<file path="config.mk">
export PLATFORM = sky130hd
export DESIGN_NAME = fetch_stage
export DESIGN_NICKNAME = d
export VERILOG_FILES = /design/src/hdl/cpu_pkg.sv /design/src/hdl/fetch_stage.sv
export SDC_FILE = /design/constraint.sdc
export NUM_CORES = 1
export LEC_CHECK = 0
export ABC_AREA = 1
export BUFFER_PORTS_ARGS = -buffer_cell sky130_fd_sc_hd__buf_2
export CORE_MARGIN = 8
export CORE_UTILIZATION = 30
export CTS_BUF_LIST = sky130_fd_sc_hd__clkbuf_2 sky130_fd_sc_hd__clkbuf_4 sky130_fd_sc_hd__clkbuf_8
export DETAILED_ROUTE_END_ITERATION = 10
export GPL_TIMING_DRIVEN = 0
export SETUP_SLACK_MARGIN = 0.3
export SYNTH_ARGS = -nofsm -noshare
export SYNTH_HDL_FRONTEND = slang
export SYNTH_SLANG_ARGS = --single-unit
</file>
<file path="constraint.sdc">
create_clock -name SYS_clk -period 3.6 [get_ports SYS_clk]
set_clock_uncertainty 0.1 [all_clocks]
set_input_delay 0.18 -clock SYS_clk [delete_from_list [all_inputs] [get_ports SYS_clk]]
set_output_delay 0.18 -clock SYS_clk [all_outputs]
set_load 0.01 [all_outputs]
</file>
<file path="src/hdl/cpu_pkg.sv">
//~~~~~~~~~~~~~~~~~~~~~~~~~~~~~~~~~~~~~~
// Shared widths, encodings and stage bundles
// for the five-stage MIPS integer pipeline.
// Modules pull it in with a wildcard import.
//~~~~~~~~~~~~~~~~~~~~~~~~~~~~~~~~~~~~~~
package cpu_pkg;

    localparam int XLEN = 32;

    typedef logic [XLEN-1:0] word_t;
    typedef logic [4:0]      reg_addr_t;

    typedef enum logic [5:0] {
        OP_RTYPE = 6'h00,
        OP_BEQ   = 6'h04,
        OP_BNE   = 6'h05,
        OP_ADDI  = 6'h08,
        OP_LW    = 6'h23,
        OP_SW    = 6'h2b
    } opcode_e;

    typedef enum logic [5:0] {
        FN_ADD = 6'h20,
        FN_SUB = 6'h22,
        FN_AND = 6'h24,
        FN_OR  = 6'h25,
        FN_SLT = 6'h2a
    } funct_e;

    typedef enum logic [2:0] {
        ALU_ADD,
        ALU_SUB,
        ALU_AND,
        ALU_OR,
        ALU_SLT
    } alu_op_e;

    typedef struct packed {
        logic    reg_write;
        logic    mem_read;
        logic    mem_write;
        logic    mem_to_reg;   // writeback takes load data
        logic    alu_src_imm;  // second ALU operand is the immediate
        alu_op_e alu_op;
    } ctrl_t;

    typedef struct packed {
        logic      valid;
        ctrl_t     ctrl;
        word_t     rs_val;
        word_t     rt_val;
        word_t     imm;    // sign-extended
        reg_addr_t dest;
        word_t     pc;
    } id_ex_t;

    typedef struct packed {
        logic      valid;
        ctrl_t     ctrl;
        word_t     alu_result;
        word_t     store_data;
        reg_addr_t dest;
        word_t     pc;
    } ex_mem_t;

    typedef struct packed {
        logic      valid;
        reg_addr_t dest;
        word_t     data;
        word_t     pc;
    } commit_t;

endpackage

</file>
<file path="src/hdl/fetch_stage.sv">
//~~~~~~~~~~~~~~~~~~~~~~~~~~~~~~~~~~~~~~
// Program counter and the IF/ID register.
// Holds on stall, redirects on a taken branch.
//~~~~~~~~~~~~~~~~~~~~~~~~~~~~~~~~~~~~~~
`timescale 1ns/100ps

module fetch_stage
    import cpu_pkg::*;
#(
    parameter word_t RESET_PC = 32'h0040_0000
)
(
    input  logic  SYS_clk,
    input  logic  SYS_reset,
    input  logic  stall,
    input  logic  branch_taken,
    input  word_t branch_target,
    input  word_t imem_data,
    output word_t imem_addr,
    output word_t if_instr,
    output word_t if_pc
);

    word_t pc;
    word_t pc_next;

    assign pc_next   = branch_taken ? branch_target : pc + 32'd4;
    assign imem_addr = pc;

    always_ff @(posedge SYS_clk or posedge SYS_reset)
    begin
        if (SYS_reset)
        begin
            pc       <= RESET_PC;
            if_instr <= '0;   // all-zero word decodes as a bubble
            if_pc    <= '0;
        end
        else if (!stall)
        begin
            pc       <= pc_next;
            if_instr <= branch_taken ? '0 : imem_data;   // squash slot behind branch
            if_pc    <= pc;
        end
    end

endmodule

</file>
## Word level (Yosys, flattened, before mapping)

Index checks and enable logic that the tools add are counted.

- Bits in registers: 96
- Bits in latches: 0
- RAM bits: 0
- ROM bits: 0
- Input bits: 68
- Memories kept: 0

- $add $sub $neg: 1
- Multiply operators: 0
- Divide/modulo/power cells: 0
- Order comparisons: 0
- Eq/ne operators: 0
- Shifts and indexed selects: 0
- Mux-type cells: 2
- Bitwise operators: 0
- Reductions and logical operators: 0

Operator list:

| operator | count |
|---|---|
| $mux W32 | 2 |
| $add A32 B3 Y32 const B | 1 |

## Depth between registers and ports, before layout

- Depth after elaboration: 2
- Gate-level depth with buffers: 9
- Depth with buffers taken out: 9

## Worst setup path after synthesis

OpenSTA, ideal clock, no wires.

- Path type: register to register
- From: reg pc[2], in the netlist imem_addr[2]
- To: reg pc[26], in the netlist imem_addr[26]
- Arrival time: 1324 ps
- Data required time: 3383 ps
- Setup slack: 2059 ps
- Cell stages (with the launch flop): 9
- Path buffers: 0
- Period minus slack after synthesis: 1541 ps
- Cells stage by stage: dfrtp_1 ha_1 nand2_1 nor2_2 nand2_4 nor2_4 nand3_1 nand3_1 nand2_1

- Word-level cells in the longest chain between the ends: 2

RTL lines:

| element | RTL line | text |
|---|---|---|
| start, declared | fetch_stage.sv:24 | `word_t pc;` |
| start signal, assigned | fetch_stage.sv:40 | `pc <= pc_next;` |
| $add A32 B3 Y32 | fetch_stage.sv:27 | `assign pc_next = branch_taken ? branch_target : pc + 32'd4;` |
| $mux W32 | fetch_stage.sv:27 |  |

No other way between the ends.
A chain may end at the register's enable or synchronous reset.

## Worst setup path after layout

- From: reg pc[2], in the netlist imem_addr[2]
- To: reg pc[16], in the netlist imem_addr[16]

Same word-level chain as after synthesis.

==> impl_metrics.tcl <==
set metrics [dict create \
    seq_area_frac_synth 0.529 \
    ys_top_cells_by_count "nand2_1 (168), dfrtp_1 (95), o21ai_0 (55)" \
    htree_levels 3 \
    grt_first_pass_wirelength_mm 25.4 \
    synth_most_common_cell "nand2_1" \
    worst-path-buf-inv 1 \
    switching_share 0.313 \
    max_freq_ghz 0.572 \
    avgViaCountPerCell 4.65 \
    cts-hold-fix-buffers 57 \
    syn-cell-area_mm2 0.00454 \
    synth_fp_nets 610 \
    synthSimpleGateAreaFrac 0.259 \
    vias 4491 \
    avgSynthCellArea_um2 8.40 \
    grt_pass1_vias 4704 \
    pwr-share-comb 0.223 \
    met1Wirelength_mm 7.00 \
    period_minus_slack_ns 1.75 \
    chipWidth_um 139 \
    p_leak_nw 3.26 \
    p_sw_uw 841 \
    drv_cap 0 \
    synth.area.top_cells "dfrtp_1 (52%), nand2_1 (14%), a22o_1 (6.2%), o21ai_0 (6.1%), nand3_1 (5.5%)" \
    post_route_cells_drive_above_1_share 0.281 \
    hold_viol 0 \
    worstMarginPinSlew_ns 0.590 \
    status "completed" \
    fin_nets 841 \
    ioPinCount 164 \
    dr.pass1.iters 4 \
    synth-xor-area-share 0.00193 \
    die_height_um 139 \
    ys_types 28 \
    clock_latency_ns 0.38 \
    drc_errors 0 \
    dp.final_hpwl_mm 11.8 \
    synth_top_family_by_area "simple AND/OR/NAND/NOR gates" \
    crit_top_cell "nand3_1" \
    highest_layer "met4" \
    power_density_mw_per_mm2 419 \
    irDropWorstVdd_mv 0.199 \
    core_mm2 0.0150 \
    worst_ep_arrival_time_ns 1.91 \
    cts_buffers 9 \
    dpl_cell_area_mm2 0.00562 \
    async_flop_share 1.00 \
    setup_ws_ns 1.85 \
    grt_usage 0.166 \
    clockBufferDepth 2 \
    grt_setup_unrepaired "false" \
    period_share 0.486 \
    cp.required_ns 3.77 \
    routed-wl-met2_mm 7.26 \
    cp-end-kind "flip-flop" \
    antenna_found_initial 1 \
    synth_compound_area_frac 0.136 \
    cts_root_buf "clkbuf_8" \
    dp_slack_ns 1.85 \
    gr-total-overflow 0 \
    area_growth_pct 40.9 \
    p_clk_frac 0.285 \
    stdcell_count 965 \
    ys_ff_latch 96 \
    rows 45 \
    cp_slowest_cell "dfrtp_1" \
    met3WireLength_mm 1.52 \
    path_clk_slew_ns 0.09 \
    cts_tree "yes" \
    p_int_mw 1.84 \
    synthFlopType "dfrtp_1" \
    holdCritPathClass "primary input to flip-flop" \
    synth-edff-count 0 \
    synthMuxAreaShare 0 \
    yosysTopAreaCellShare 0.523 \
    syn_inst 541 \
    cts_resized 0 \
    initial_utilization 0.303 \
    postCtsSetupRepairBufs 0 \
    portBuffers 162 \
    fp.dieArea_mm2 0.0193 \
    slowest_delay_ns 0.47 \
    yosys_warnings 0 \
    slew_violations 0 \
    yosys.area.top_type "dfrtp_1" \
    seqPwrFrac 0.491 \
    drt-total-wl_mm 16.0 \
    cts.sink_count 96 \
    synth-adder-area-share 0.00275 \
    crit_path_start_kind "flip-flop" \
    place_congestion 0.829 \
    crit_chain "ha_1, nand2_1, inv_1, nand3_1, nor2_2, nand2_1, nand3_1, nand3_1" \
    crit_type "flip-flop to flip-flop" \
    drtIter0Drc 247 \
    routedWlPerCell_um 16.6 \
    grt_max_degree 54 \
    dp.cells 892 \
    slew_headroom 0.607 \
    setup_viol 0 \
    antenna_left 0 \
    crit_family "simple AND/OR/NAND/NOR gates" \
    crit_fanout 7 \
    final_cell_area_mm2 0.00640 \
]
## registers in the layout, summed over array words and instances (netlist names)
name       cells
if_instr      32
if_pc         32
imem_addr     32
## logic make-up after synthesis
kind of cell    count (synthesis)
compound gates                 95
xor+xnor                        1
fa+ha+maj                       1
buf+inv                        79
flops                          96
simple gates                  269
## layout by cell type, fill, tap and decap left out, drive strengths merged, types with 2 or more instances in the layout
cell / instances
nor2: 41
inv: 56
o221ai: 2
buf: 179
a22o: 32
nand3: 50
o21ai: 56
clkbuf: 20
dfrtp: 95
nand4: 2
dlygate4sd3: 57
nand2: 174
o211ai: 3
## metal layers
metal	vias up	track usage
li1	2225	-
met1	2096	0.205
met2	156	0.258
met3	14	0.0702
met4	0	0.0479
met5	-	0
## area by class of cell
type	count	area [um2]
Clock inverter	2	37.5
Fill cell	1551	8570
Inverter	56	213
Timing Repair Buffer	220	1410
Clock buffer	13	173
Tap cell	188	235
Sequential cell	96	2400
Multi-Input combinational cell	366	1820
Antenna cell	1	2.50
Buffer	23	114
## power groups by stage
stage | logic [mW] | clock network (mW) | registers (mW)
6_report | 0.600 | 0.766 | 1.32
5_1_grt | 0.671 | 0.835 | 1.34
4_1_cts | 0.611 | 0.785 | 1.32
3_5_place_dp | 0.563 | 0 | 1.34
3_3_place_gp | 0.551 | 0 | 1.34
2_1_floorplan | 0.230 | 0 | 1.38
## per-stage QoR
stage | setup TNS [ns] | hold slack (ns) | util | total power [mW]
2_1_floorplan | 0 | 0.197 | - | 1.61
3_3_place_gp | -41.29 | 0.290 | 0.373 | 1.89
3_5_place_dp | 0 | 0.194 | 0.375 | 1.90
4_1_cts | 0 | 0.00131 | 0.427 | 2.71
5_1_grt | 0 | 0.0592 | 0.428 | 2.85
6_report | 0 | 0.0175 | 0.428 | 2.68
## tightest hold or removal path, stage by stage
cell     delay, ns
buf_2         0.08
nand2_1       0.05
o21ai_0       0.06
inv_1         0.04
nand2_1       0.05
## worst paths after layout
check                                       start  cells past startpoint  slack [ns]             to
min in group asynchronous               SYS_reset                      3        0.30   if_instr[10]
max in group asynchronous               SYS_reset                      4        2.42       if_pc[0]
worst max register to register       imem_addr[2]                      8        1.85  imem_addr[16]
worst min register to register          if_pc[15]                      2        0.38      if_pc[15]
worst max-delay path                 imem_addr[2]                      8        1.85  imem_addr[16]
worst min-delay path            branch_target[22]                      5        0.02  imem_addr[22]
No activity file was read; power rests on OpenSTA's default activity.
