$ cat config.mk
export PLATFORM = sky130hd
export DESIGN_NAME = decode_stage
export DESIGN_NICKNAME = d
export VERILOG_FILES = /design/src/hdl/cpu_pkg.sv /design/src/hdl/decode_stage.sv /design/src/hdl/register_file.sv
export SDC_FILE = /design/constraint.sdc
export NUM_CORES = 2
export LEC_CHECK = 0
export ABC_AREA = 1
export BUFFER_PORTS_ARGS = -buffer_cell sky130_fd_sc_hd__buf_2
export CAP_MARGIN = 20
export CORE_MARGIN = 4
export CORE_UTILIZATION = 38
export DETAILED_ROUTE_END_ITERATION = 12
export HOLD_SLACK_MARGIN = 0.05
export SLEW_MARGIN = 25
export SYNTH_ARGS = -nofsm -noshare
export SYNTH_HDL_FRONTEND = slang
export SYNTH_SLANG_ARGS = --single-unit
$ cat constraint.sdc
create_clock -name SYS_clk -period 33.6 [get_ports SYS_clk]
set_clock_uncertainty 0.15 [all_clocks]
set_input_delay 1.68 -clock SYS_clk [delete_from_list [all_inputs] [get_ports SYS_clk]]
set_output_delay 1.68 -clock SYS_clk [all_outputs]
set_load 0.05 [all_outputs]
$ cat src/hdl/cpu_pkg.sv
//~~~~~~~~~~~~~~~~~~~~~~~~~~~~~~~~~~~~~~
// Shared widths, encodings and stage bundles
// for the five-stage MIPS integer pipeline.
// Modules pull it in with a wildcard import.
//~~~~~~~~~~~~~~~~~~~~~~~~~~~~~~~~~~~~~~
package cpu_pkg;

    localparam int XLEN = 32;

    typedef logic [XLEN-1:0] word_t;
    typedef logic [4:0]      reg_addr_t;

    typedef enum logic [5:0] {
        OP_RTYPE = 6'h00,
        OP_BEQ   = 6'h04,
        OP_BNE   = 6'h05,
        OP_ADDI  = 6'h08,
        OP_LW    = 6'h23,
        OP_SW    = 6'h2b
    } opcode_e;

    typedef enum logic [5:0] {
        FN_ADD = 6'h20,
        FN_SUB = 6'h22,
        FN_AND = 6'h24,
        FN_OR  = 6'h25,
        FN_SLT = 6'h2a
    } funct_e;

    typedef enum logic [2:0] {
        ALU_ADD,
        ALU_SUB,
        ALU_AND,
        ALU_OR,
        ALU_SLT
    } alu_op_e;

    typedef struct packed {
        logic    reg_write;
        logic    mem_read;
        logic    mem_write;
        logic    mem_to_reg;   // writeback takes load data
        logic    alu_src_imm;  // second ALU operand is the immediate
        alu_op_e alu_op;
    } ctrl_t;

    typedef struct packed {
        logic      valid;
        ctrl_t     ctrl;
        word_t     rs_val;
        word_t     rt_val;
        word_t     imm;    // sign-extended
        reg_addr_t dest;
        word_t     pc;
    } id_ex_t;

    typedef struct packed {
        logic      valid;
        ctrl_t     ctrl;
        word_t     alu_result;
        word_t     store_data;
        reg_addr_t dest;
        word_t     pc;
    } ex_mem_t;

    typedef struct packed {
        logic      valid;
        reg_addr_t dest;
        word_t     data;
        word_t     pc;
    } commit_t;

endpackage

$ cat src/hdl/decode_stage.sv
//~~~~~~~~~~~~~~~~~~~~~~~~~~~~~~~~~~~~~~
// Decode stage with control bits, operand read
// with memory-stage forwarding and early branch resolve.
//~~~~~~~~~~~~~~~~~~~~~~~~~~~~~~~~~~~~~~
`timescale 1ns/100ps

module decode_stage
    import cpu_pkg::*;
(
    input  logic    SYS_clk,
    input  logic    SYS_reset,
    input  logic    stall,
    input  logic    fwd_rs,
    input  logic    fwd_rt,
    input  word_t   if_instr,
    input  word_t   if_pc,
    input  word_t   mem_fwd,
    input  commit_t commit,
    output id_ex_t  id_ex,
    output logic    branch_taken,
    output word_t   branch_target
);

    opcode_e   opcode;
    funct_e    funct;
    reg_addr_t rs_addr;
    reg_addr_t rt_addr;
    reg_addr_t dest;
    word_t     rf_rs_val;
    word_t     rf_rt_val;
    word_t     rs_val;
    word_t     rt_val;
    word_t     imm;
    ctrl_t     ctrl;
    logic      known;
    logic      is_beq;
    logic      is_bne;
    logic      operands_eq;

    assign opcode  = opcode_e'(if_instr[31:26]);
    assign funct   = funct_e'(if_instr[5:0]);
    assign rs_addr = if_instr[25:21];
    assign rt_addr = if_instr[20:16];
    assign imm     = {{16{if_instr[15]}}, if_instr[15:0]};

    register_file u_regs (
        .SYS_clk   (SYS_clk),
        .SYS_reset (SYS_reset),
        .rs_addr   (rs_addr),
        .rt_addr   (rt_addr),
        .commit    (commit),
        .rs_val    (rf_rs_val),
        .rt_val    (rf_rt_val)
    );

    always_comb
    begin
        ctrl   = '0;
        known  = 1'b1;
        is_beq = 1'b0;
        is_bne = 1'b0;
        dest   = rt_addr;   // I-type writes rt
        case (opcode)
            OP_RTYPE:
            begin
                dest           = if_instr[15:11];
                ctrl.reg_write = 1'b1;
                case (funct)
                    FN_ADD:  ctrl.alu_op = ALU_ADD;
                    FN_SUB:  ctrl.alu_op = ALU_SUB;
                    FN_AND:  ctrl.alu_op = ALU_AND;
                    FN_OR:   ctrl.alu_op = ALU_OR;
                    FN_SLT:  ctrl.alu_op = ALU_SLT;
                    default: known = 1'b0;
                endcase
            end
            OP_ADDI:
            begin
                ctrl.reg_write   = 1'b1;
                ctrl.alu_src_imm = 1'b1;
            end
            OP_LW:
            begin
                ctrl.reg_write   = 1'b1;
                ctrl.mem_read    = 1'b1;
                ctrl.mem_to_reg  = 1'b1;
                ctrl.alu_src_imm = 1'b1;
            end
            OP_SW:
            begin
                ctrl.mem_write   = 1'b1;
                ctrl.alu_src_imm = 1'b1;
            end
            OP_BEQ:  is_beq = 1'b1;
            OP_BNE:  is_bne = 1'b1;
            default: known  = 1'b0;
        endcase
        if (!known || dest == 5'd0)
            ctrl.reg_write = 1'b0;   // r0 writes die here
    end

    assign rs_val      = fwd_rs ? mem_fwd : rf_rs_val;
    assign rt_val      = fwd_rt ? mem_fwd : rf_rt_val;
    assign operands_eq = (rs_val == rt_val);

    assign branch_taken  = !stall && ((is_beq && operands_eq) || (is_bne && !operands_eq));
    assign branch_target = if_pc + 32'd4 + {imm[29:0], 2'b00};

    always_comb
    begin
        id_ex = '0;
        if (!stall && known)
        begin
            id_ex.valid  = 1'b1;
            id_ex.ctrl   = ctrl;
            id_ex.rs_val = rs_val;
            id_ex.rt_val = rt_val;
            id_ex.imm    = imm;
            id_ex.dest   = dest;
            id_ex.pc     = if_pc;
        end
    end

endmodule

$ cat src/hdl/register_file.sv
//~~~~~~~~~~~~~~~~~~~~~~~~~~~~~~~~~~~~~~
// 32 x 32 register file with two read ports.
// Written from the commit bundle; r0 reads zero.
//~~~~~~~~~~~~~~~~~~~~~~~~~~~~~~~~~~~~~~
`timescale 1ns/100ps

module register_file
    import cpu_pkg::*;
(
    input  logic      SYS_clk,
    input  logic      SYS_reset,
    input  reg_addr_t rs_addr,
    input  reg_addr_t rt_addr,
    input  commit_t   commit,
    output word_t     rs_val,
    output word_t     rt_val
);

    word_t regs [32];

    always_ff @(posedge SYS_clk or posedge SYS_reset)
    begin
        if (SYS_reset)
        begin
            for (int i = 0; i < 32; i++)
                regs[i] <= '0;
        end
        else if (commit.valid && commit.dest != 5'd0)
            regs[commit.dest] <= commit.data;
    end

    function automatic word_t read_port(input reg_addr_t addr);
        if (addr == 5'd0)
            return '0;
        else if (commit.valid && commit.dest == addr)
            return commit.data;   // same-cycle write shows through
        else
            return regs[addr];
    endfunction

    always_comb
    begin
        rs_val = read_port(rs_addr);
        rt_val = read_port(rt_addr);
    end

endmodule

After elaboration in Yosys (flattened, before gate mapping). Cells that the tools add are included. W data, S select, Z words.

Register bits after elaboration: 1024. Output and inout bits: 175. Input bits: 171.

$add $sub $neg: 2. Multiplexer cells: 28. Bitwise gates (word level): 3. Equal/unequal tests: 13. Reductions and logical operators: 22. Magnitude comparators: 4.

Operators with widths (number): $bwmux W1024 (1); $mux W32 (11); $bmux W32 S5 (2); $demux W32 S5 (1); $mux W142 (1); $eq A6 B6 Y1 const B (7); $add A32 B3 Y32 const B (1); $add A32 B32 Y32 (1); $eq A32 B32 Y1 (1); $ge A6 B6 Y1 const B (3); $not A5 Y6 (3); $logic_not A5 Y1 (3); $eq A6 B3 Y1 const B (2); $pmux W3 S4 (1); $eq A5 B5 Y1 (2); $reduce_or A5 Y1 (2); $logic_and A1 B1 Y1 (8); $mux W1 (8); $eq A6 B4 Y1 const B (1); $logic_not A6 Y1 (1); $lt A6 B1 Y1 const B (1); $reduce_or A3 Y1 (2); $mux W5 (1); $reduce_bool A5 Y1 (1); other kinds (4) (7).

Depth between registers and ports, before layout.
Word-level depth: 12. Mapped depth: 25. Depth with buffers taken out: 22.

Cells and area by module. A second synthesis with hierarchy kept.

Cells, all modules: 9868. Area total of the unflattened synthesis: 64359.2 µm².

Modules (own cells, without submodules): register_file (area each 59346.9 µm², sequential area each 25624.6 µm², cells each 8824, instances 1); decode_stage (area each 5012.3 µm², sequential area each 0.0 µm², cells each 1044, instances 1).

Worst setup path before layout. No wires, ideal clock.

Path type: input port to output port. From: in if_instr[0]. To: out id_ex[53] in the netlist's numbering. Path slack: 26.625 ns. Stages: 12. Data required time: 31.770 ns. Data arrival time: 5.145 ns. Cell sequence: nor3_1 > inv_1 > nor3_1 > inv_1 > a21oi_1 > nor2_1 > nor2_1 > inv_1 > clkbuf_1 > clkbuf_1 > nor2_1 > buf_4.

RTL lines: start: declaration (RTL line decode_stage.sv:15) `input word_t if_instr,`; end: declaration (RTL line decode_stage.sv:19) `output id_ex_t id_ex,`.

Final worst setup path.
From: in if_instr[20]. To: out branch_taken.

Word-level cells in the longest chain between the ends: 12. Elaborated cells between the ends (all ways): 16. Classes of those cells: eq/ne: 2; mux: 6; bitwise: 1; reduce/logical: 7.

RTL lines: $not A5 Y6 (implied by the code) (RTL line register_file.sv:38) `return regs[addr];`; $bmux W32 S5 (RTL line register_file.sv:38); $mux W32 (implied by the code) (2 in series) (RTL line register_file.sv:38); $mux W32 (RTL line register_file.sv:35) `else if (commit.valid && commit.dest == addr)`; $mux W32 (*) (RTL line register_file.sv:33) `if (addr == 5'd0)`; $mux W32 (*) (RTL line decode_stage.sv:103) `assign rt_val = fwd_rt ? mem_fwd : rf_rt_val;`; $eq A32 B32 Y1 (*) (RTL line decode_stage.sv:104) `assign operands_eq = (rs_val == rt_val);`; $logic_not A1 Y1 (RTL line decode_stage.sv:106) `assign branch_taken = !stall && ((is_beq && operands_eq) || (is_bne && !operands_eq));`; $logic_and A1 B1 Y1 (RTL line decode_stage.sv:106); $logic_or A1 B1 Y1 (*) (RTL line decode_stage.sv:106); $logic_and A1 B1 Y1 (*) (RTL line decode_stage.sv:106); end: declaration (RTL line decode_stage.sv:20) `output logic branch_taken,`.

Mark *: on every way between the ends. The rest lies on a longest branch, timed or not. The select of a mux whose other input is x is not followed.

==> results.md <==
* Outcome: completed
* Routed vias at around 64000
* PwrDens at between 50 and 60 mW/mm^2
* TNS Setup at 0 ns
* Distinct cells, synth at 40
* Synth cell count leaders: nand2_1 (2939), nand3_1 (1276), o21ai_0 (1178)
* Drt first pass iters at 8
* PortBufs at ~310
* Met3 wire length at 30680 um
* Initial antenna violation count at 11
* Cts repair resizes at 0
* Die footprint at 0.1704 mm^2
* Fill count at about 17000
* # setup viols final at 0
* Cell Area, Synth at 0.06226 mm^2
* Synth top area share at 41.16%
* Hold WC Path Type: flip-flop to flip-flop
* Chip Width at slightly above 400 um
* Slew margin rel. at between 20% and 30%
* Row cnt at ~150
* Max cap viols at 0
* Crit Path Category: primary input to output pin
* Cells along the critical path: buf_4 > clkinv_2 > o22ai_1 > a21oi_1 > nand2_2 > buf_4 > buf_4 > nand2_1 > a21boi_1 > nand2_1 > nand2_1 > nand2_1 > nor2_1 > nand2_1 > nor2_1 > nand2_1 > nand2_1 > nand2_1 > nor2_1 > buf_2
* Clk pin slew, worst setup/hold paths at 0.06 ns
* Largest net degree at the start of global routing at ~170
* Final WL at 260300 um
* Wirelength per Cell at ~23 um
* Worst slew pin tran at 1.171 ns
* Pins Over Slew Limit at 0
* Total track usage at 29.60%
* DRC at 0
* Clk buf depth at 3
* DR iter-0 viols at about 9000
* Met1 WL at between 100000 and 150000 um
* Most used DFF post-synth: dfrtp_1
* Net count of the mapped netlist at about 9400
* Met2 wire len at between 100000 and 150000 um
* Post-CTS setup buffer count at 0
* Regs by FF count: u_regs.regs (1024)
* Max Used Layer: met5
* Fin cells at 11150
* Core area at 0.1628 mm^2
* WP data arrival at 7.43 ns
* Switching Fraction at 34.39%
* CTS buffer count at about 110
* Gp weighted congestion at about 0.9
* Sequential fraction of the synthesis area at between 40% and 50%
* Worst setup SP type: primary input
* Most used cell, CP: nand2_1
* Psw at about 1.3 mW
* Clock tree root driver cell: clkbuf_16
* Avg Synthesized Cell Area at just under 7 um^2
* RSZ-0062 raised after global routing: no
* Vias in the first global route at approximately 60000
* Gate power share at approximately a quarter
* Clock latency at the later pin of the worst-skew pair at between 0.7 and 0.8 ns
* Via/cell ratio at a little under 6
* Hold Vio Cnt, Final at 0
* Fin nets at slightly above 9000
* Clock net sink count at 1024
* Peak Freq at 107.9 MHz
* Most frequent cell after synthesis: nand2_1
* Max FFs per register at about 1000
* Layout cell share with drive strength beyond 1 at between 7 and 8%
* Leak Pwr at roughly 33 nW
* Die Ht at ~410 um
* Initial Util at about two fifths
* Period Utilization, post-route at 27.57%
* Top reg by flops: u_regs.regs
* Post-Syn Instances at a little over 9000
* Int Pwr at approximately 2.5 mW
* CP peak stage delay at around 0.82 ns
* CTS tree: yes
* CP required at approximately 32 ns
* Synth area leader: dfrtp_1
* Syn-to-layout area delta at 9.595%
* Synth Warn # at 0
* IO Pins at about 350
* FF/Latch Area at between 0.02 and 0.03 mm^2
* Critical-path maximum fanout at 25
* Multi-input gate area at between 0.03 and 0.04 mm^2
* Flops & latches, synth at ~1000
* DP Wirelength at 140800 um
* Global-route wire length before repair at roughly 380000 um
* Total gr overflow at 0
* Largest cells by area after synthesis: dfrtp_1 (41%), nand2_1 (18%), nand3_1 (10%)
* Core Util, Final at about two fifths
* DRT antenna net count at 0
* # hold bufs at CTS at 0
* FFs w/ async S/R, synth at 100.0%
* Crit end category: output pin
* Htree depth at 3
* Final worst path period need at just over 9 ns
* Clock share of power at 34.2%
* Number of synthesized flops with an enable pin at 0
* Placed cell count at between 10000 and 15000
* Critical-path top delay cell: clkinv_2
* Power share of the sequential group at between 40% and 50%
* Worst VDD drop at ~0.000045 V
==> critical path: cells and delay by family <==
family	cells	cell delay, ns
AND/OR/NAND/NOR	12	2.26
buffers and inverters	5	2.50
AO/OA/AOI/OAI	3	0.92
==> worst paths after layout <==
| check | from | to | slack (ns) | depth (start not counted) |
|---|---|---|---|---|
| worst max-delay path | if_instr[20] | branch_taken | 24.34 | 20 |
| worst min-delay path | u_regs.regs[992] | u_regs.regs[992] | 0.22 | 0 |
| worst max register to register | u_regs.regs[856] | u_regs.regs[856] | 32.68 | 2 |
| worst min register to register | u_regs.regs[992] | u_regs.regs[992] | 0.22 | 0 |
| max in group asynchronous | SYS_reset | u_regs.regs[527] | 29.30 | 5 |
| min in group asynchronous | SYS_reset | u_regs.regs[340] | 0.94 | 2 |
==> routing by layer <==
layer,up-vias,track usage (%)
met5,-,0
met4,4,14.06
met3,687,6.280
met2,4005,43.68
met1,30376,41.28
li1,29237,-
==> logic make-up (layout without fill, tap and decap cells) <==
family,count (synthesis),in the layout,synth area share [%]
adders and majority gates,58,58,1.178
xor gates and xnor gates,31,31,0.4361
DFF,1024,1024,41.16
and+or+nand+nor,4640,4640,31.29
AOI/OAI and AO/OA,1795,1795,15.50
buffers and inverters,1596,1422,10.43
other,0,5,0
==> placed cells by master, fill, tap and decap left out, drive strengths merged, types with 162 or more instances in the layout <==
master and n:
o21ai 1182, buf 427, nand2 2940, a21oi 346
clkbuf 162, nor2 243, o211ai 214, inv 786
nand3 1276, dfrtp 1024
==> cell type report <==
cell class	instances	area share, %
Clock buffer	162	4.739
Timing Repair Buffer	427	3.825
Clock inverter	48	0.7335
Multi-Input combinational cell	6524	44.74
Inverter	785	4.396
Sequential cell	1024	37.56
Tap cell	2175	3.989
Antenna cell	5	0.01834
==> power groups by stage <==
stage                     sequential (mW)  combinational [mW]  clock, mW
after floorplan                      1.59               0.642          0
after global placement               1.61               0.839          0
after detailed placement             1.62               0.860          0
after CTS                            1.60               0.863       1.30
after global routing                 1.63               0.989       1.34
final                                1.60               0.877       1.29
==> through the flow <==
step | hold slack (ns) | power [mW] | setup WS, ns | instance area [um^2]
6_report | 0.2240 | 3.764 | 24.34 | 68230
5_1_grt | 0.2359 | 3.961 | 24.12 | 68220
4_1_cts | 0.2281 | 3.756 | 24.45 | 68160
3_5_place_dp | 0.2156 | 2.476 | 24.46 | 64420
3_3_place_gp | 0.2146 | 2.448 | 24.46 | 64330
2_1_floorplan | 0.2790 | 2.234 | 2.954 | 62260
Power figures use the tool's default switching activity.
