--- config.mk ---
export PLATFORM = sky130hd
export DESIGN_NAME = hazard_unit
export DESIGN_NICKNAME = d
export VERILOG_FILES = /design/src/hdl/cpu_pkg.sv /design/src/hdl/hazard_unit.sv
export SDC_FILE = /design/constraint.sdc
export NUM_CORES = 1
export LEC_CHECK = 0
export ABC_CLOCK_PERIOD_IN_PS = 2570
export BUFFER_PORTS_ARGS = -buffer_cell sky130_fd_sc_hd__buf_2
export CORE_AREA = 2 2 112 114
export CTS_CLUSTER_DIAMETER = 100
export DETAILED_ROUTE_END_ITERATION = 12
export DIE_AREA = 0 0 114 116
export PLACE_DENSITY_LB_ADDON = 0.1
export SKIP_CTS_REPAIR_TIMING = 1
export SLEW_MARGIN = 15
export SYNTH_ARGS = -nofsm -noshare
export SYNTH_HDL_FRONTEND = slang
export SYNTH_SLANG_ARGS = --single-unit
--- constraint.sdc ---
create_clock -name SYS_clk -period 2.57 [get_ports SYS_clk]
set_clock_uncertainty 0.2 [all_clocks]
set_input_delay 0.3855 -clock SYS_clk [delete_from_list [all_inputs] [get_ports SYS_clk]]
set_output_delay 0.3855 -clock SYS_clk [all_outputs]
set_load 0.02 [all_outputs]
--- src/hdl/cpu_pkg.sv ---
//~~~~~~~~~~~~~~~~~~~~~~~~~~~~~~~~~~~~~~
// Shared widths, encodings and stage bundles
// for the five-stage MIPS integer pipeline.
// Modules pull it in with a wildcard import.
//~~~~~~~~~~~~~~~~~~~~~~~~~~~~~~~~~~~~~~
package cpu_pkg;

    localparam int XLEN = 32;

    typedef logic [XLEN-1:0] word_t;
    typedef logic [4:0]      reg_addr_t;

    typedef enum logic [5:0] {
        OP_RTYPE = 6'h00,
        OP_BEQ   = 6'h04,
        OP_BNE   = 6'h05,
        OP_ADDI  = 6'h08,
        OP_LW    = 6'h23,
        OP_SW    = 6'h2b
    } opcode_e;

    typedef enum logic [5:0] {
        FN_ADD = 6'h20,
        FN_SUB = 6'h22,
        FN_AND = 6'h24,
        FN_OR  = 6'h25,
        FN_SLT = 6'h2a
    } funct_e;

    typedef enum logic [2:0] {
        ALU_ADD,
        ALU_SUB,
        ALU_AND,
        ALU_OR,
        ALU_SLT
    } alu_op_e;

    typedef struct packed {
        logic    reg_write;
        logic    mem_read;
        logic    mem_write;
        logic    mem_to_reg;   // writeback takes load data
        logic    alu_src_imm;  // second ALU operand is the immediate
        alu_op_e alu_op;
    } ctrl_t;

    typedef struct packed {
        logic      valid;
        ctrl_t     ctrl;
        word_t     rs_val;
        word_t     rt_val;
        word_t     imm;    // sign-extended
        reg_addr_t dest;
        word_t     pc;
    } id_ex_t;

    typedef struct packed {
        logic      valid;
        ctrl_t     ctrl;
        word_t     alu_result;
        word_t     store_data;
        reg_addr_t dest;
        word_t     pc;
    } ex_mem_t;

    typedef struct packed {
        logic      valid;
        reg_addr_t dest;
        word_t     data;
        word_t     pc;
    } commit_t;

endpackage

--- src/hdl/hazard_unit.sv ---
//~~~~~~~~~~~~~~~~~~~~~~~~~~~~~~~~~~~~~~
// Decode stall counter and memory-stage
// forward selects for the rs/rt operands.
//~~~~~~~~~~~~~~~~~~~~~~~~~~~~~~~~~~~~~~
`timescale 1ns/100ps

module hazard_unit
    import cpu_pkg::*;
(
    input  logic    SYS_clk,
    input  logic    SYS_reset,
    input  word_t   if_instr,
    input  id_ex_t  id_ex,
    input  ex_mem_t ex_mem,
    output logic    stall,
    output logic    fwd_rs,
    output logic    fwd_rt
);

    reg_addr_t  rs_addr;
    reg_addr_t  rt_addr;
    logic       use_rs;
    logic       use_rt;
    logic       ex_write;     // instruction now in execute writes a register
    logic       ex_load;
    reg_addr_t  ex_dest;
    logic       ex_hit;
    logic       mem_hit_rs;
    logic       mem_hit_rt;
    logic [1:0] stall_need;
    logic [1:0] stall_now;
    logic [1:0] stall_cnt;

    assign rs_addr = if_instr[25:21];
    assign rt_addr = if_instr[20:16];

    always_comb
    begin
        use_rs = 1'b0;
        use_rt = 1'b0;
        case (opcode_e'(if_instr[31:26]))
            OP_RTYPE, OP_BEQ, OP_BNE, OP_SW:
            begin
                use_rs = 1'b1;
                use_rt = 1'b1;   // sw needs rt as store data
            end
            OP_ADDI, OP_LW: use_rs = 1'b1;
            default:        use_rs = 1'b0;
        endcase
    end

    // tracks what decode hands to execute including bubbles
    always_ff @(posedge SYS_clk or posedge SYS_reset)
    begin
        if (SYS_reset)
        begin
            ex_write <= 1'b0;
            ex_load  <= 1'b0;
            ex_dest  <= '0;
        end
        else
        begin
            ex_write <= id_ex.valid && id_ex.ctrl.reg_write;
            ex_load  <= id_ex.ctrl.mem_read;
            ex_dest  <= id_ex.dest;
        end
    end

    assign ex_hit = ex_write && ((use_rs && ex_dest == rs_addr) ||
                                 (use_rt && ex_dest == rt_addr));
    assign mem_hit_rs = ex_mem.valid && ex_mem.ctrl.reg_write && use_rs && ex_mem.dest == rs_addr;
    assign mem_hit_rt = ex_mem.valid && ex_mem.ctrl.reg_write && use_rt && ex_mem.dest == rt_addr;

    always_comb
    begin
        if (ex_hit && ex_load)
            stall_need = 2'd2;
        else if (ex_hit || ((mem_hit_rs || mem_hit_rt) && ex_mem.ctrl.mem_read))
            stall_need = 2'd1;
        else
            stall_need = 2'd0;
    end

    assign stall_now = (stall_cnt != 2'd0) ? stall_cnt : stall_need;
    assign stall     = (stall_now != 2'd0);

    always_ff @(posedge SYS_clk or posedge SYS_reset)
    begin
        if (SYS_reset)
            stall_cnt <= 2'd0;
        else if (stall)
            stall_cnt <= stall_now - 2'd1;   // count down remaining stall cycles
    end

    assign fwd_rs = mem_hit_rs && !ex_mem.ctrl.mem_read;   // load data not ready here
    assign fwd_rt = mem_hit_rt && !ex_mem.ctrl.mem_read;

endmodule

==> Word-level counts from Yosys, hierarchy flattened <==
Index checks and enable logic that the tools add are counted.
{ "word_totals": {"register_bits": 9, "in_bits": 286, "wordCells": 41} }
{ "classes": {"n_reduce_logical": 22, "muxes": 5, "addsub": 1, "eq_ne": 9} }
{ "ops": {"columns": ["operator", "n"], "rows": [
  ["5-bit == test", 4],
  ["1-bit logical AND", 13],
  ["6-bit by 3-bit == test with 1-bit output (second input constant)", 2],
  ["6-bit == test (second input constant)", 2],
  ["6-bit by 4-bit == test with 1-bit output (second input constant)", 1],
  ["6-bit zero test", 1],
  ["6-bit OR reduction", 1],
  ["2-bit two-way mux", 2],
  ["2-bit nonzero test", 2],
  ["4-bit OR reduction", 1],
  ["1-bit logical OR", 3],
  ["1-bit two-way mux", 3],
  ["2-bit by 1-bit subtractor with 2-bit output (second input constant)", 1],
  ["1-bit zero test", 1]
]} }

==> Depth between registers and ports, before layout <==
Gate-level depths: netlist of run 1.
{ "logic_depth": {"ltp_word": 12, "depth_mapped": 9} }

==> Worst setup path after synthesis of run 1 <==
OpenSTA, ideal clock, no wires.
{ "synth_path": {"path_kind": "input port to output port", "from": "input port if_instr[29]", "to": "output port stall", "cell_stages": 7, "n_path_buf": 0, "setup_slack_ns": -0.046, "arrival_time_ns": 2.031, "path_cell_list": "nor3_1 > a211oi_1 > or4_4 > a211oi_2 > nor3_1 > ha_1 > inv_1"} }
{ "synth_between": {"elab_chain_cells": 12, "word_cells_on_any_way": 26, "cone_classes": "eq/ne (5); mux (5); reduce/logical (16)"} }
{ "synth_rtl": {"columns": ["item", "line_no", "rtl"], "rows": [
  ["start, declared", "hazard_unit.sv:12", "input word_t if_instr,"],
  ["6-bit by 4-bit == test with 1-bit output (tied with other cells)", "hazard_unit.sv:41", "case (opcode_e'(if_instr[31:26]))"],
  ["6-bit OR reduction (no source line) or 4-bit OR reduction (tied branches)", null, null],
  ["1-bit two-way mux", "hazard_unit.sv:41", null],
  ["1-bit logical AND (on tied branches) (2 in a row)", "hazard_unit.sv:71, hazard_unit.sv:72", null],
  ["1-bit logical OR", "hazard_unit.sv:78", "else if (ex_hit || ((mem_hit_rs || mem_hit_rt) && ex_mem.ctrl.mem_read))"],
  ["1-bit logical AND", "hazard_unit.sv:78", null],
  ["1-bit logical OR", "hazard_unit.sv:78", null],
  ["1-bit two-way mux", "hazard_unit.sv:78", null],
  ["2-bit two-way mux *", "hazard_unit.sv:76", "if (ex_hit && ex_load)"],
  ["2-bit two-way mux *", "hazard_unit.sv:84", "assign stall_now = (stall_cnt != 2'd0) ? stall_cnt : stall_need;"],
  ["2-bit nonzero test *", "hazard_unit.sv:85", "assign stall = (stall_now != 2'd0);"],
  ["end, declared", "hazard_unit.sv:15", "output logic stall,"]
]} }
Mark *: on every way between the ends. The rest lies on a longest branch, timed or not.

==> Final worst setup path of run 1 <==
{ "layout_path": {"from": "input port if_instr[28]", "to": "output port stall"} }
The elaborated chain is that of the path after synthesis.

==> flow_summary.toml, run 1 <==
[run_status]
status = "finished, violations left"
violations = "negative setup slack"

[floorplanning]
fp.dieH_um = 116
start_util_pct = 5.60
rows = 40
coreArea_um2 = 11900
ioPinCount = 289
dieArea_um2 = 13200
die_w_um = 114

[logic_synthesis]
syn-num-nets = 355
ys_ff_latch = 9
synth_area_per_cell_um2 = 9.81
synth_edf_count = 0
yosysTopAreaCell = "dfrtp_1"
ys_seq_area_share_pct = 33.8
yosysWarnings = 0
ys_types = 27
synthArstFlopShare_pct = 100
syn_area_um2 = 667
synth_top_flop_cell = "dfrtp_1"
netlist_instances = 68
synth.area.top_cells = "dfrtp_1, xor2_1, xnor2_1, and4b_1, nor4_1"
yosysTopAreaCellShare_pct = 33.8

[timing]
worst_slew_pin_slew_ns = 0.387
max_freq_mhz = 356
setup_slack_ns = -0.235
hold_ws_ns = 0.0558
relSlewSlack_pct = 74.2
fin_crit_sh_pct = 109
maxSlewViolCount = 0
rsz0062_at_grt = "yes"
fin_crit_ns = 2.81
setup_viol = 2
hold_violations = 0

[route]
wl_mm = 2.87
via_per_inst = 2.63
drt_iter0_drc = 26
wl_per_cell_um = 10.2
first_pass_iters = 4
drtAntennaViolNets = 0
num_vias = 739
drc = 0

[global_routing]
first_global_vias = 763
grtUsageTotal_pct = 4.15
antenna_found_initial = 0
grt_overflow_total = 0
grt_pass1_wl_mm = 4.08
grt_max_degree = 10

[critical_path]
critical_path_arrival_ns = 2.22
worstPathMaxFanout = 4
rr_worst_depth = 8
crit_type = "input pin to output pin"
critPathLaunchType = "input pin"
end_kind = "output pin"
required_ns = 1.98

[worst_hold_path]
min_path_cells = 1
min_path_type = "input pin to register"

[run]
cap_violations = 0

[layout]
fillerInstances = 1373
drive_gt1_share_pct = 58.2
final_util_pct = 11.8
final_cell_mix = "buf_2, buf_4, xor2_1"
syn2layout_area_growth_pct = 112
final_common_cell = "buf_2"
fin_nets = 422
n_antenna_cell = 0

[power]
powerDensity_nw_per_um2 = 512
p_leak_uw = 0.000615
peakVddDrop_mv = 0.193

[cts]
cts.path.max_buffers = 2
worst_skew_pair.late_latency_ns = 0.23
clk_pin_slew_ns = 0.04
htree_num_levels = 1
cts_sinks = 9
cts_root_buf = "clkbuf_16"
cts_tree = "done"
numCtsBuffers = 3

[place]
post-dp-hpwl_mm = 2.51
routabilityCongestion = 0.674
port_buffers = 36
## power breakdown
group          switching (uW)  internal [uW]  total, uW
logic                     111            136        247
clock network            67.6            207        275
registers                34.9            166        201
total                     214            509        723
## cell type report
| cell class | instances | area (um2) | area share (%) |
|---|---|---|---|
| flip-flops and latches | 9 | 225 | 16.0 |
| inverters | 3 | 11.3 | 0.798 |
| repair buffers | 62 | 394 | 27.9 |
| clock buffers | 4 | 78.8 | 5.59 |
| well taps | 147 | 184 | 13.0 |
| multi-input cells | 56 | 518 | 36.7 |
## synthesized netlist by cell type (all sizes together), types with 2 or more instances
library cell  count
a211oi            2
and3              2
and4b             3
dfrtp             9
inv               3
nand2             2
nand4             3
nor2              4
nor3              2
nor4              5
xnor2             4
xor2             16
## flip-flops by register name, summed over array words and instances (netlist names)
signal,count
stall_cnt,2
ex_dest,5
ex_write,1
ex_load,1
## routing by layer
metal / GRT usage (%) / wire, um / vias to the layer above
met2: 5.48 / 1150 / 30
met5: 0 / 0 / -
met4: 1.22 / 14 / 0
met1: 6.64 / 1520 / 327
met3: 0.732 / 177 / 2
li1: - / - / 380
## critical path, cell delays in order
cell      delay, ns
buf_2          0.13
nor4_4         0.31
a211oi_2       0.09
or4_4          0.57
a211oi_4       0.28
nor3_2         0.07
ha_2           0.20
inv_2          0.06
buf_6          0.11
## kinds of logic after synthesis
family / Yosys count / synth area share (%)
mux: 1 / 1.69
xor+xnor: 20 / 26.3
simple gates: 27 / 26.1
compound gates: 7 / 8.63
flops: 9 / 33.8
fa+ha+maj: 1 / 1.88
buf+inv: 3 / 1.69
## stage by stage
| step | cells | setup slack [ns] | cell area (um2) | total power (uW) | TNS, ns |
|---|---|---|---|---|---|
| after global placement | 271 | -0.559 | 1180 | 389 | -1.39 |
| after floorplan | 68 | 0.00214 | 667 | 287 | 0 |
| after detailed placement | 271 | -0.598 | 1180 | 390 | -1.53 |
| after global routing | 281 | -0.336 | 1410 | 767 | -0.490 |
| final | 281 | -0.235 | 1410 | 723 | -0.270 |
| after CTS | 275 | -0.599 | 1260 | 671 | -1.04 |
## path summary, 6_finish.rpt
kind | startpoint | slack [ns] | endpoint
setup / recovery | if_instr[28] | -0.24 | stall
hold / removal | id_ex[35] | 0.06 | ex_dest[3]
setup reg to reg | ex_dest[2] | -0.02 | stall_cnt[0]
hold reg to reg | stall_cnt[0] | 0.37 | stall_cnt[0]
max in group asynchronous | SYS_reset | 1.42 | stall_cnt[0]
min in group asynchronous | SYS_reset | 0.47 | ex_dest[3]
Note: power is estimated with default switching activity, not from simulation.
==> run 2, diff against run 1 <==
--- a/config.mk
+++ b/config.mk
@@ -5,13 +5,12 @@
 export SDC_FILE = /design/constraint.sdc
 export NUM_CORES = 1
 export LEC_CHECK = 0
-export ABC_CLOCK_PERIOD_IN_PS = 2570
 export BUFFER_PORTS_ARGS = -buffer_cell sky130_fd_sc_hd__buf_2
 export CORE_AREA = 2 2 112 114
 export CTS_CLUSTER_DIAMETER = 100
 export DETAILED_ROUTE_END_ITERATION = 12
 export DIE_AREA = 0 0 114 116
-export PLACE_DENSITY_LB_ADDON = 0.1
+export PLACE_DENSITY_LB_ADDON = 0.08
 export SKIP_CTS_REPAIR_TIMING = 1
 export SLEW_MARGIN = 15
 export SYNTH_ARGS = -nofsm -noshare
==> flow_summary.toml, run 2 (synthesis results as in run 1) <==
[run_status]
status = "finished, violations left"
violations = "negative setup slack"

[timing]
hold_ws_ns = 0.0601
worst_slew_pin_slew_ns = 0.344
max_freq_mhz = 364
setup_viol = 1
maxSlewViolCount = 0
fin_setup_tns_ns = -0.179
hold_violations = 0
fin_crit_ns = 2.75
relSlewSlack_pct = 77.0
setup_slack_ns = -0.179
fin_crit_sh_pct = 107
rsz0062_at_grt = "yes"

[power]
power_uw = 704
peakVddDrop_mv = 0.255
powerDensity_nw_per_um2 = 513
p_leak_uw = 0.000598

[layout]
syn2layout_area_growth_pct = 106
final_common_cell = "buf_2"
fillerInstances = 1375
final_cell_mix = "buf_2, buf_4, xor2_1"
drive_gt1_share_pct = 56.5
regArea_um2 = 225
top_register = "ex_dest"
multi_input_area_um2 = 492
largest_register_ffs = 5
fin_nets = 419
top_regs = "ex_dest (5), stall_cnt (2)"
n_antenna_cell = 0

[cts]
cts.path.max_buffers = 2
cts_sinks = 9
htree_num_levels = 1
numCtsBuffers = 3
clk_pin_slew_ns = 0.04
worst_skew_pair.late_latency_ns = 0.23
cts_root_buf = "clkbuf_16"
cts_tree = "done"

[route]
first_pass_iters = 3
wl_mm = 2.85
num_vias = 721
drc = 0
via_per_inst = 2.59
drtAntennaViolNets = 0
drt_iter0_drc = 11
wl_per_cell_um = 10.3

[worst_hold_path]
min_path_type = "input pin to register"

[floorplanning]
ioPinCount = 289
die_w_um = 114
coreArea_um2 = 11900
start_util_pct = 5.60
fp.dieH_um = 116
dieArea_um2 = 13200
rows = 40

[global_routing]
first_global_vias = 804
grtUsageTotal_pct = 4.49
grt_pass1_wl_mm = 4.42
antenna_found_initial = 0
grt_max_degree = 10
grt_overflow_total = 0

[critical_path]
end_kind = "output pin"
worstPathMaxFanout = 4
required_ns = 1.98
crit_type = "input pin to output pin"
critPathLaunchType = "input pin"
critical_path_arrival_ns = 2.16

[place]
routabilityCongestion = 0.728
port_buffers = 36
post-dp-hpwl_mm = 2.64

[run]
cap_violations = 0
==> run 2: changes by cell type in the layout (fill, tap and decap cells not counted) <==
cell / change
a2111oi_2: +1
a2111oi_4: -1
buf_2: -2
buf_4: -2
buf_6: +1
nor3_1: +1
nor3_2: -1
nor4_2: +1
nor4_4: -1
o41ai_1: +1
o41ai_2: -1
xor2_1: -1
xor2_2: +1
==> run 2: stage by stage <==
step                cell area [um2]  setup WS (ns)  std cells  utilization [%]
finish                         1370         -0.179        278             11.5
global placement               1180         -0.607        271             9.92
floorplan                       667        0.00214         68                -
global route                   1370         -0.297        278             11.5
CTS                            1260         -0.597        275             10.6
detailed placement             1180         -0.568        271             9.92
==> run 2: final cells by class <==
| class | count | area share [%] |
|---|---|---|
| timing repair buffer | 59 | 27.7 |
| tap | 147 | 13.4 |
| inverter | 3 | 0.821 |
| clock buffer | 4 | 5.75 |
| multi-input combinational | 56 | 35.9 |
| sequential | 9 | 16.4 |
==> run 2: power by group <==
group / internal, uW / leakage (uW) / switching [uW]
registers: 166 / 0.000106 / 30.2
logic: 131 / 0.000453 / 106
clock network: 207 / 0.0000382 / 63.3
total: 504 / 0.000598 / 200
==> run 2: path summary, 6_finish.rpt <==
kind / startpoint / slack, ns / to / cells past startpoint
hold reg to reg: stall_cnt[0] / 0.34 / stall_cnt[0] / 1
setup / recovery: if_instr[31] / -0.18 / stall / 10
hold / removal: id_ex[32] / 0.06 / ex_dest[0] / 1
max in group asynchronous: SYS_reset / 1.47 / ex_dest[0] / 3
setup reg to reg: ex_dest[2] / 0.15 / stall_cnt[0] / 7
min in group asynchronous: SYS_reset / 0.45 / ex_load / 3
==> run 2: metal layers <==
metal  vias up  track usage (%)  routed length (um)
li1        374                -                   -
met1       317             6.92                1630
met2        28             5.99                1030
met3         2             1.05                 182
met4         0             1.46                  13
met5         -                0                   0
==> run 2: worst max-delay path, cell delays in order <==
cell and delay, ns:
buf_2 0.13, nor3_1 0.17, buf_4 0.15, a211oi_2 0.08, or4_4 0.57, a211oi_4 0.24
nor3_2 0.07, ha_2 0.20, inv_2 0.06, buf_6 0.11
